`config.mk`:
```
export PLATFORM = sky130hd
export DESIGN_NAME = sifhTop
export DESIGN_NICKNAME = d
export VERILOG_FILES = /design/src/rtl/sifhPkg.sv /design/src/rtl/eventGate.sv /design/src/rtl/histBuilder.sv /design/src/rtl/histRam.sv /design/src/rtl/peakFinder.sv /design/src/rtl/sifhSequencer.sv /design/src/rtl/sifhTop.sv
export SDC_FILE = /design/constraint.sdc
export NUM_CORES = 2
export LEC_CHECK = 0
export ABC_AREA = 1
export BUFFER_PORTS_ARGS = -buffer_cell sky130_fd_sc_hd__buf_2
export CORE_UTILIZATION = 40
export CTS_BUF_LIST = sky130_fd_sc_hd__clkbuf_4 sky130_fd_sc_hd__clkbuf_8
export DETAILED_ROUTE_END_ITERATION = 6
export PLACE_DENSITY_LB_ADDON = 0.2
export SETUP_SLACK_MARGIN = 0.05
export SYNTH_ARGS = -nofsm -noshare
export SYNTH_HDL_FRONTEND = slang
export SYNTH_SLANG_ARGS = --single-unit
```
`constraint.sdc`:
```
create_clock -name clk -period 3 [get_ports clk]
set_input_delay 0.3 -clock clk [delete_from_list [all_inputs] [get_ports clk]]
set_output_delay 0.3 -clock clk [all_outputs]
set_load 0.02 [all_outputs]
```
`src/rtl/sifhPkg.sv`:
```
package sifhPkg;

    localparam int stampW     = 12;          // photon timestamp width
    localparam int binW       = 6;           // top stamp bits form the bin index
    localparam int binNum     = 1 << binW;   // 64 bins per histogram
    localparam int countW     = 16;          // saturating bin counter
    localparam int windowHalf = 4;           // pass-two window, bins each side of the peak

    // run states; the pass number is a separate flag
    typedef enum logic [2:0] {
        sIdle,
        sClear,
        sBuild,
        sDrain,
        sPeak,
        sDone
    } seqState_t;

    typedef struct packed {
        logic            valid;
        logic [binW-1:0] bin;
    } binEvent_t;

    typedef struct packed {
        logic              en;
        logic [binW-1:0]   addr;
        logic [countW-1:0] data;
    } ramWr_t;

    typedef struct packed {
        logic            en;
        logic [binW-1:0] addr;
    } ramRd_t;

    typedef struct packed {
        logic [binW-1:0]   bin;
        logic [countW-1:0] count;
    } peak_t;

    typedef struct packed {
        logic [binW-1:0] thLow;    // TH-
        logic [binW-1:0] thHigh;   // TH+
    } window_t;

endpackage

```
`src/rtl/eventGate.sv`:
```
module eventGate (
    input  logic                        clk,
    input  logic                        res,
    input  logic                        eventValid,
    input  logic [sifhPkg::stampW-1:0]  stamp,
    input  logic                        buildOn,
    input  logic                        pass2,
    input  sifhPkg::window_t            window,
    output sifhPkg::binEvent_t          binEvent
);
    import sifhPkg::*;

    logic [binW-1:0] stampBin;
    logic            inWindow;
    logic            evValid;
    logic [binW-1:0] evBin;

    assign stampBin = stamp[stampW-1 -: binW];   // coarse time bin
    assign inWindow = (stampBin >= window.thLow) && (stampBin <= window.thHigh);

    always_ff @(posedge clk or negedge res) begin
        if (!res) begin
            evValid <= 1'b0;
        end else begin
            evValid <= eventValid && buildOn && (!pass2 || inWindow);
        end
    end

    always_ff @(posedge clk) begin
        evBin <= stampBin;
    end

    assign binEvent = '{valid: evValid, bin: evBin};

    // an inverted window would drop every pass-two event
    assert property (@(posedge clk) disable iff (!res)
        pass2 |-> (window.thLow <= window.thHigh));

endmodule

```
`src/rtl/histBuilder.sv`:
```
module histBuilder (
    input  logic                        clk,
    input  logic                        res,
    input  logic                        clearStart,
    input  sifhPkg::binEvent_t          binEvent,
    input  logic [sifhPkg::countW-1:0]  rdData,
    output sifhPkg::ramRd_t             ramRd,
    output sifhPkg::ramWr_t             ramWr,
    output logic                        clearDone,
    output logic                        pipeEmpty
);
    import sifhPkg::*;

    logic              clearing;
    logic [binW-1:0]   clearAddr;

    logic              s1Valid;     // read data returning
    logic [binW-1:0]   s1Bin;
    logic              s2Valid;     // write in this cycle
    logic [binW-1:0]   s2Bin;
    logic [countW-1:0] s2Count;
    logic              s3Valid;     // written last cycle, not yet visible to a read
    logic [binW-1:0]   s3Bin;
    logic [countW-1:0] s3Count;

    logic [countW-1:0] baseCount;
    logic [countW-1:0] incCount;

    // clear sweep, one zero write per cycle
    always_ff @(posedge clk or negedge res) begin
        if (!res) begin
            clearing  <= 1'b0;
            clearAddr <= '0;
            clearDone <= 1'b0;
        end else begin
            clearDone <= 1'b0;
            if (clearStart) begin
                clearing  <= 1'b1;
                clearAddr <= '0;
            end else if (clearing) begin
                clearAddr <= clearAddr + 1'b1;
                if (clearAddr == binW'(binNum - 1)) begin
                    clearing  <= 1'b0;
                    clearDone <= 1'b1;   // cycle after the last write
                end
            end
        end
    end

    always_ff @(posedge clk or negedge res) begin
        if (!res) begin
            s1Valid <= 1'b0;
            s2Valid <= 1'b0;
            s3Valid <= 1'b0;
        end else begin
            s1Valid <= binEvent.valid;
            s2Valid <= s1Valid;
            s3Valid <= s2Valid;
        end
    end

    always_ff @(posedge clk) begin
        s1Bin   <= binEvent.bin;
        s2Bin   <= s1Bin;
        s2Count <= incCount;
        s3Bin   <= s2Bin;
        s3Count <= s2Count;
    end

    // newest in-flight value wins over the RAM copy
    always_comb begin
        if (s2Valid && (s2Bin == s1Bin)) begin
            baseCount = s2Count;
        end else if (s3Valid && (s3Bin == s1Bin)) begin
            baseCount = s3Count;
        end else begin
            baseCount = rdData;
        end
        incCount = (&baseCount) ? baseCount : baseCount + 1'b1;   // saturate
    end

    assign ramRd = '{en: binEvent.valid, addr: binEvent.bin};

    always_comb begin
        if (clearing) begin
            ramWr = '{en: 1'b1, addr: clearAddr, data: '0};
        end else begin
            ramWr = '{en: s2Valid, addr: s2Bin, data: s2Count};
        end
    end

    assign pipeEmpty = !binEvent.valid && !s1Valid && !s2Valid;

    // the sequencer never opens a build phase before the sweep finishes
    assert property (@(posedge clk) disable iff (!res)
        (clearing || clearStart) |-> !binEvent.valid);

endmodule

```
`src/rtl/histRam.sv`:
```
module histRam (
    input  logic                        clk,
    input  sifhPkg::ramRd_t             ramRd,
    input  sifhPkg::ramWr_t             ramWr,
    output logic [sifhPkg::countW-1:0]  rdData
);
    import sifhPkg::*;

    logic [countW-1:0] mem [binNum];

    always_ff @(posedge clk) begin
        if (ramWr.en) begin
            mem[ramWr.addr] <= ramWr.data;
        end
    end

    // read-before-write on a shared address, histBuilder forwards the new value
    always_ff @(posedge clk) begin
        if (ramRd.en) begin
            rdData <= mem[ramRd.addr];
        end
    end

endmodule

```
`src/rtl/peakFinder.sv`:
```
module peakFinder (
    input  logic                        clk,
    input  logic                        res,
    input  logic                        peakStart,
    input  logic [sifhPkg::countW-1:0]  rdData,
    output sifhPkg::ramRd_t             ramRd,
    output logic                        peakDone,
    output sifhPkg::peak_t              peak
);
    import sifhPkg::*;

    logic              reading;
    logic [binW-1:0]   rdAddr;
    logic              cmpValid;   // rdData belongs to cmpBin
    logic              cmpLast;
    logic [binW-1:0]   cmpBin;
    logic [binW-1:0]   maxBin;
    logic [countW-1:0] maxCount;

    always_ff @(posedge clk or negedge res) begin
        if (!res) begin
            reading  <= 1'b0;
            rdAddr   <= '0;
            cmpValid <= 1'b0;
            cmpLast  <= 1'b0;
            peakDone <= 1'b0;
        end else begin
            cmpValid <= reading;
            cmpLast  <= reading && (rdAddr == binW'(binNum - 1));
            peakDone <= cmpValid && cmpLast;
            if (peakStart) begin
                reading <= 1'b1;
                rdAddr  <= '0;
            end else if (reading) begin
                rdAddr <= rdAddr + 1'b1;
                if (rdAddr == binW'(binNum - 1)) begin
                    reading <= 1'b0;
                end
            end
        end
    end

    always_ff @(posedge clk) begin
        cmpBin <= rdAddr;
        if (peakStart) begin
            maxBin   <= '0;
            maxCount <= '0;
        end else if (cmpValid && (rdData > maxCount)) begin
            maxBin   <= cmpBin;     // strictly greater, lowest bin keeps a tie
            maxCount <= rdData;
        end
    end

    assign ramRd = '{en: reading, addr: rdAddr};
    assign peak  = '{bin: maxBin, count: maxCount};

    // a new search never restarts a sweep that is still reading
    assert property (@(posedge clk) disable iff (!res)
        peakStart |-> !reading);

endmodule

```
`src/rtl/sifhSequencer.sv`:
```
module sifhSequencer (
    input  logic              clk,
    input  logic              res,
    input  logic              start,
    input  logic              frameEnd,
    input  logic              clearDone,
    input  logic              pipeEmpty,
    input  logic              peakDone,
    input  sifhPkg::peak_t    peak,
    output logic              clearStart,
    output logic              buildOn,
    output logic              peakOn,
    output logic              peakStart,
    output logic              pass2,
    output logic              busy,
    output logic              done,
    output sifhPkg::peak_t    peak1,
    output sifhPkg::peak_t    peak2,
    output sifhPkg::window_t  window
);
    import sifhPkg::*;

    seqState_t state;
    window_t   nextWindow;

    // window around the pass-one peak, clipped to the bin range
    always_comb begin
        if (peak.bin < binW'(windowHalf)) begin
            nextWindow.thLow = '0;
        end else begin
            nextWindow.thLow = peak.bin - binW'(windowHalf);
        end
        if (peak.bin > binW'(binNum - 1 - windowHalf)) begin
            nextWindow.thHigh = binW'(binNum - 1);
        end else begin
            nextWindow.thHigh = peak.bin + binW'(windowHalf);
        end
    end

    always_ff @(posedge clk or negedge res) begin
        if (!res) begin
            state      <= sIdle;
            pass2      <= 1'b0;
            clearStart <= 1'b0;
            peakStart  <= 1'b0;
            peak1      <= '0;
            peak2      <= '0;
            window     <= '0;
        end else begin
            clearStart <= 1'b0;
            peakStart  <= 1'b0;
            case (state)
                sIdle: begin
                    if (start) begin
                        state      <= sClear;
                        pass2      <= 1'b0;
                        clearStart <= 1'b1;
                    end
                end
                sClear: begin
                    if (clearDone) begin
                        state <= sBuild;
                    end
                end
                sBuild: begin
                    if (frameEnd) begin
                        state <= sDrain;
                    end
                end
                sDrain: begin
                    if (pipeEmpty) begin   // last increment has reached the RAM
                        state     <= sPeak;
                        peakStart <= 1'b1;
                    end
                end
                sPeak: begin
                    if (peakDone && pass2) begin
                        peak2 <= peak;
                        state <= sDone;
                    end else if (peakDone) begin
                        peak1      <= peak;
                        window     <= nextWindow;
                        pass2      <= 1'b1;
                        clearStart <= 1'b1;
                        state      <= sClear;
                    end
                end
                sDone: begin
                    pass2 <= 1'b0;
                    state <= sIdle;
                end
                default: begin
                    state <= sIdle;
                end
            endcase
        end
    end

    assign buildOn = (state == sBuild);
    assign peakOn  = (state == sPeak);
    assign busy    = (state != sIdle);
    assign done    = (state == sDone);   // single cycle as sDone always returns to idle

    // the peak search only finishes inside the peak phase
    assert property (@(posedge clk) disable iff (!res)
        peakDone |-> (state == sPeak));

endmodule

```
`src/rtl/sifhTop.sv`:
```
module sifhTop (
    input  logic                        clk,
    input  logic                        res,
    input  logic                        start,
    input  logic                        eventValid,
    input  logic [sifhPkg::stampW-1:0]  stamp,
    input  logic                        frameEnd,
    output logic                        busy,
    output logic                        done,
    output sifhPkg::peak_t              peak1,
    output sifhPkg::peak_t              peak2,
    output sifhPkg::window_t            window
);
    import sifhPkg::*;

    binEvent_t         binEvent;
    ramRd_t            buildRd;
    ramRd_t            peakRd;
    ramRd_t            ramRd;
    ramWr_t            ramWr;
    logic [countW-1:0] rdData;
    peak_t             peakRes;

    logic clearStart;
    logic clearDone;
    logic pipeEmpty;
    logic buildOn;
    logic peakOn;
    logic peakStart;
    logic peakDone;
    logic pass2;

    assign ramRd = peakOn ? peakRd : buildRd;   // read port owner

    eventGate gate0 (
        .clk        (clk),
        .res        (res),
        .eventValid (eventValid),
        .stamp      (stamp),
        .buildOn    (buildOn),
        .pass2      (pass2),
        .window     (window),
        .binEvent   (binEvent)
    );

    histBuilder builder0 (
        .clk        (clk),
        .res        (res),
        .clearStart (clearStart),
        .binEvent   (binEvent),
        .rdData     (rdData),
        .ramRd      (buildRd),
        .ramWr      (ramWr),
        .clearDone  (clearDone),
        .pipeEmpty  (pipeEmpty)
    );

    histRam ram0 (
        .clk    (clk),
        .ramRd  (ramRd),
        .ramWr  (ramWr),
        .rdData (rdData)
    );

    peakFinder finder0 (
        .clk       (clk),
        .res       (res),
        .peakStart (peakStart),
        .rdData    (rdData),
        .ramRd     (peakRd),
        .peakDone  (peakDone),
        .peak      (peakRes)
    );

    sifhSequencer seq0 (
        .clk        (clk),
        .res        (res),
        .start      (start),
        .frameEnd   (frameEnd),
        .clearDone  (clearDone),
        .pipeEmpty  (pipeEmpty),
        .peakDone   (peakDone),
        .peak       (peakRes),
        .clearStart (clearStart),
        .buildOn    (buildOn),
        .peakOn     (peakOn),
        .peakStart  (peakStart),
        .pass2      (pass2),
        .busy       (busy),
        .done       (done),
        .peak1      (peak1),
        .peak2      (peak2),
        .window     (window)
    );

endmodule

```
======== After elaboration in Yosys (flattened, before gate mapping) ========
Memory sizes are Yosys's and may differ from the RTL's. A register that Yosys moved wholly into a read port is not among the register bits.
Cells that the tools add are included.
storage, ports and cells
  register bits after elaboration ......... 168
  RAM bits ................................ 1024
  logic and storage cells ................. 124
  memories ................................ 1
operators by class
  $add $sub $neg .......................... 5
  magnitude comparators ................... 5
  eq/ne operators ......................... 16
  multiplexer cells ....................... 39
  bitwise gates (word level) .............. 1
  reductions and logical operators ........ 26
memories
  memory    depth  width  read ports  clocked after memory_dff  wr ports  RTL line      text
  ram0.mem  64     16     1           1                         1         histRam.sv:9  logic [countW-1:0] mem [binNum];
operator list
  kind                                                                           count
  16-bit 2-to-1 mux                                                              3
  6-bit 2-to-1 mux                                                               6
  23-bit 2-to-1 mux                                                              1
  1-bit 2-to-1 mux                                                               19
  3-bit 2-to-1 mux                                                               6
  16-bit by 1-bit adder with 16-bit output (second input constant)               1
  16-bit greater-than comparator                                                 1
  16-bit AND reduction                                                           1
  3-bit one-hot mux with 5 select lines                                          1
  6-bit by 1-bit adder with 6-bit output (second input constant)                 2
  6-bit equality test                                                            2
  6-bit equality test (second input constant)                                    2
  1-bit logical AND                                                              11
  2-bit inequality test (second input constant)                                  5
  7-bit 2-to-1 mux                                                               1
  6-bit by 3-bit adder with 6-bit output (second input constant)                 1
  3-bit by 2-bit equality test with 1-bit output (second input constant)         2
  3-bit equality test (second input constant)                                    2
  6-bit >= comparator                                                            1
  6-bit greater-than comparator (second input constant)                          1
  6-bit less-or-equal comparator                                                 1
  6-bit by 3-bit less-than comparator with 1-bit output (second input constant)  1
  3-bit nonzero test                                                             2
  6-bit by 3-bit subtractor with 6-bit output (second input constant)            1
  14 further kinds                                                               18

======== Longest topological paths before layout ========
  depth in word-level cells ............... 6
  gate-level depth with buffers ........... 19
  mapped depth without buffers ............ 18

======== Cells and area by module ========
Synthesis repeated with hierarchy kept, for this count alone.
unflattened totals
  cells, all modules ...................... 4656
  area total of the unflattened synthesis .. 51075.2 µm²
by module, submodules not included
  module         times used  cells an instance  area each (µm²)  seq. area each (µm²)
  histRam        1           3517               42259.3          31230.0
  histBuilder    1           498                3450.8           1276.2
  sifhSequencer  1           285                2632.5           1551.5
  peakFinder     1           268                2134.5           810.8
  eventGate      1           65                 504.2            145.1
  sifhTop        1           23                 93.8             0.0

======== Worst setup path before layout ========
Ideal clock, no wire load.
  kind .................................... reg-to-reg
  start ................................... register builder0.clearing
  end ..................................... memory ram0.mem[0][15] (data pin)
  library setup time ...................... 503 ps
  data arrival time ....................... 2324 ps
  data required time ...................... 2497 ps
  setup slack ............................. 174 ps
  stages on the path, launching flop included .. 4
  path buffers ............................ 2
  clock period less this slack ............ 2826 ps
  cells stage by stage .................... dfrtp_1 clkbuf_1 clkbuf_1 nor2_1
RTL lines
  element                 RTL line           text
  from (decl)             histBuilder.sv:14  logic clearing;
  from (signal assigned)  histBuilder.sv:32  clearing <= 1'b0;
  from (signal assigned)  histBuilder.sv:38  clearing <= 1'b1;
  from (signal assigned)  histBuilder.sv:43  clearing <= 1'b0;
  to (decl)               histRam.sv:9

======== Worst setup path in the final report ========
  start ................................... register seq0.state[0]
  end ..................................... register ram0.rdData[14] (netlist name), read port of ram0.mem (data pin)
between the ends
  word-level cells in the longest chain between the ends .. 2
ends and longest elaborated chain
  element                 RTL line              text
  from (decl)             sifhSequencer.sv:23   seqState_t state;
  from (signal assigned)  sifhSequencer.sv:42   state <= sIdle;
  from (signal assigned)  sifhSequencer.sv:55   state <= sClear;
  from (signal assigned)  sifhSequencer.sv:62   state <= sBuild;
  3-bit equality test     sifhSequencer.sv:100  assign peakOn = (state == sPeak);
  7-bit 2-to-1 mux        sifhTop.sv:33         assign ramRd = peakOn ? peakRd : buildRd;
  to (decl)               histRam.sv:5          output logic [sifhPkg::countW-1:0] rdData
Every way passes these cells.
A chain may end at the register's enable or synchronous reset.

==> results.sh <==
export IMPL_grt_pass1_wl_mm=204
export IMPL_yosysTopAreaCellShare=0.625
export IMPL_dominantRegCellSynth="edfxtp_1"
export IMPL_grt_setup_unrepaired="false"
export IMPL_h_tree_depth=4
export IMPL_cp_start_kind="register"
export IMPL_power_density_mw_per_mm2=777
export IMPL_slew_violations=0
export IMPL_crit_arrival_ns=3.53
export IMPL_rr_startpoint="seq0.state[0]"
export IMPL_cts_made_buffers=193
export IMPL_violations="DRC"
export IMPL_synth_top_cell_by_area="edfxtp_1"
export IMPL_area_growth_syn_to_layout_pct=15.7
export IMPL_worstHoldPathCells=2
export IMPL_synth_mux_area_frac=0.000225
export IMPL_required_ns=3.66
export IMPL_initial_core_util=0.404
export IMPL_skew_ns=0.0493
export IMPL_io_buffers=68
export IMPL_drc=68
export IMPL_synth_cell_types=55
export IMPL_root_buffer="clkbuf_8"
export IMPL_finalSetupViolations=0
export IMPL_core_area_mm2=0.124
export IMPL_antenna_found_initial=2
export IMPL_die_w_um=356
export IMPL_drtPass1Iterations=7
export IMPL_die_y_um=356
export IMPL_vias_per_cell=5.19
export IMPL_min_path_type="in2reg"
export IMPL_fin_setup_tns_ns=0
export IMPL_dieArea_mm2=0.126
export IMPL_grtUsageTotal=0.216
export IMPL_synth_simple_gate_area_share=0.179
export IMPL_status="finished, violations left"
export IMPL_final_common_cell="nand2_1"
export IMPL_seq_area_frac_synth=0.700
export IMPL_io_pins=75
export IMPL_period_share=0.956
export IMPL_mappedNetlistArea_mm2=0.0500
export IMPL_cts_path_max_buffers=3
export IMPL_rr_worst_depth=12
export IMPL_drt_iter0_drc=3351
export IMPL_hold_viol_final=0
export IMPL_tightest_slew_ns=1.07
export IMPL_drive_above_1_share=0.144
export IMPL_clk_pin_slew_ns=0.06
export IMPL_grt_max_degree=97
export IMPL_holdCritStartpoint="stamp[7]"
export IMPL_gp_congestion=0.919
export IMPL_ant_nets=0
export IMPL_relSlewSlack=0.286
export IMPL_crit_path_end_kind="register"
export IMPL_vdd_drop_max_mv=0.399
export IMPL_place_hpwl_mm=79.6
export IMPL_fin_crit_ns=2.87
export IMPL_critPathKind="reg2reg"
export IMPL_dr_total_vias=33800
export IMPL_synth_compound_area_frac=0.0744
export IMPL_grt_pass1_vias=32400
export IMPL_fin_nets=4756
export IMPL_synth_edff_count=1040
export IMPL_wirelength_mm=138
export IMPL_synthAdderAreaFrac=0.00851
export IMPL_layout_common_cells="1382 x nand2_1, 1040 x edfxtp_1, 393 x nor2_1, 316 x nand3_1, 310 x o21ai_0"
export IMPL_synth_seq_cells=1208
export IMPL_max_freq_mhz=349
export IMPL_crit_fanout=53
export IMPL_synth_avg_cell_area_um2=11.2
export IMPL_r2r_slack_ns=0.13
export IMPL_wl_per_cell_um=21.2
export IMPL_clock_sinks=1208
export IMPL_clk_latency_ns=0.91
export IMPL_worstHoldEndpoint="gate0.evBin[1]"
export IMPL_async_flop_share=0.0695
export IMPL_power_leakage_nw=21.1
export IMPL_yosysWarnings=0
export IMPL_num_rows=129
export IMPL_synthCells=4451
export IMPL_rr_endpoint="ram0.rdData[14]"
export IMPL_overflow=0
export IMPL_yosys_top_cells_area="edfxtp_1 62%, nand2_1 10%, dfrtp_1 4.2%"
export IMPL_cts_tree="built"
export IMPL_finalPower_mw=45.0
export IMPL_synthXorXnorAreaFrac=0.00105
export IMPL_synth_top_family_by_area="simple AND/OR/NAND/NOR gates"
export IMPL_syn_nets=4502
export IMPL_maxCapViolCount=0
[cell families after synthesis]
family,Yosys count
xor+xnor,6
buf+inv,399
flops,1208
simple gates,2197
fa+ha+maj,34
compound gates,606
mux,1
[state kept, by name, indices dropped and copies added (netlist names), 12 cells and up]
register and cells:
builder0.s2Count 16, finder0.maxCount 16, seq0.window 12, seq0.peak2 22, ram0.mem 1024, seq0.peak1 22, ram0.rdData 16, builder0.s3Count 16
[critical path, cell delays in order (launching register included)]
cell	delay (ns)
dfrtp_1	0.45
nor2_4	0.16
nand2_2	0.16
o21ai_4	0.18
buf_12	0.18
clkinv_8	0.20
buf_12	0.25
nand2_1	0.12
o211ai_1	0.09
nand3_1	0.17
nand3_1	0.26
nand3_1	0.25
nand2_1	0.07
[layer usage]
metal	routed length (µm)	up-vias	global-route usage
met3	8550	258	0.0322
met5	0	-	0
met2	65100	1149	0.347
li1	-	16100	-
met4	4950	0	0.0908
met1	59500	16300	0.292
[report_power, final]
| part | switching [mW] | internal, mW |
|---|---|---|
| registers | 0.586 | 19.5 |
| logic | 7.63 | 3.42 |
| clock network | 6.56 | 7.30 |
| total | 14.8 | 30.2 |
[synth_stat cells (22+ instances only)]
cell and n:
dfrtp_1 84, dfxtp_1 84, ha_1 34, o21ai_0 313, a21oi_1 22, edfxtp_1 1040, nor2_1 409, clkbuf_1 71
nand3_1 320, buf_2 145, o211ai_1 241, nand2_1 1384, inv_1 134
[metrics by stage]
step	setup slack [ns]	hold slack (ns)	cells	area [µm²]	util
2_1_floorplan	0.174	0.00441	4451	50000	-
3_3_place_gp	0.106	0.338	6129	53700	0.434
5_1_grt	0.0416	0.0551	6504	57900	0.467
4_1_cts	0.101	0.000239	6495	57600	0.465
6_report	0.131	0.103	6505	57900	0.467
3_5_place_dp	0.103	0.337	6129	53700	0.434
[repair_timing]
action                     4_1_cts  5_1_grt
hold buffers                    10        0
setup endpoints to repair        0       16
hold endpoints to repair        96        0
resized for setup                0       19
buffers inserted                 0        3
[worst max path at each step]
| stage | startpoint | end | slack (ns) | cells after the start |
|---|---|---|---|---|
| after CTS | seq0.state[0] | ram0.rdData[14] | 0.10 | 11 |
| final | seq0.state[0] | ram0.rdData[14] | 0.13 | 12 |
| after floorplan | builder0.clearing | ram0.mem[0][15] | 0.17 | 3 |
| after global routing | seq0.state[0] | ram0.rdData[11] | 0.04 | 12 |
| after detailed placement | seq0.state[0] | ram0.rdData[14] | 0.10 | 11 |
| after global placement | seq0.state[0] | ram0.rdData[14] | 0.11 | 11 |
[cell type report]
type / instances / area [µm²]
diodes: 2 / 5.00
fillers: 11200 / 65900
repair inverters: 1 / 11.3
clock inverters: 93 / 568
flip-flops and latches: 1208 / 35000
multi-input cells: 2844 / 13400
clock buffers: 263 / 3240
well taps: 1637 / 2050
inverters: 148 / 603
repair buffers: 309 / 3020
No activity file was read; power rests on OpenSTA's default activity.
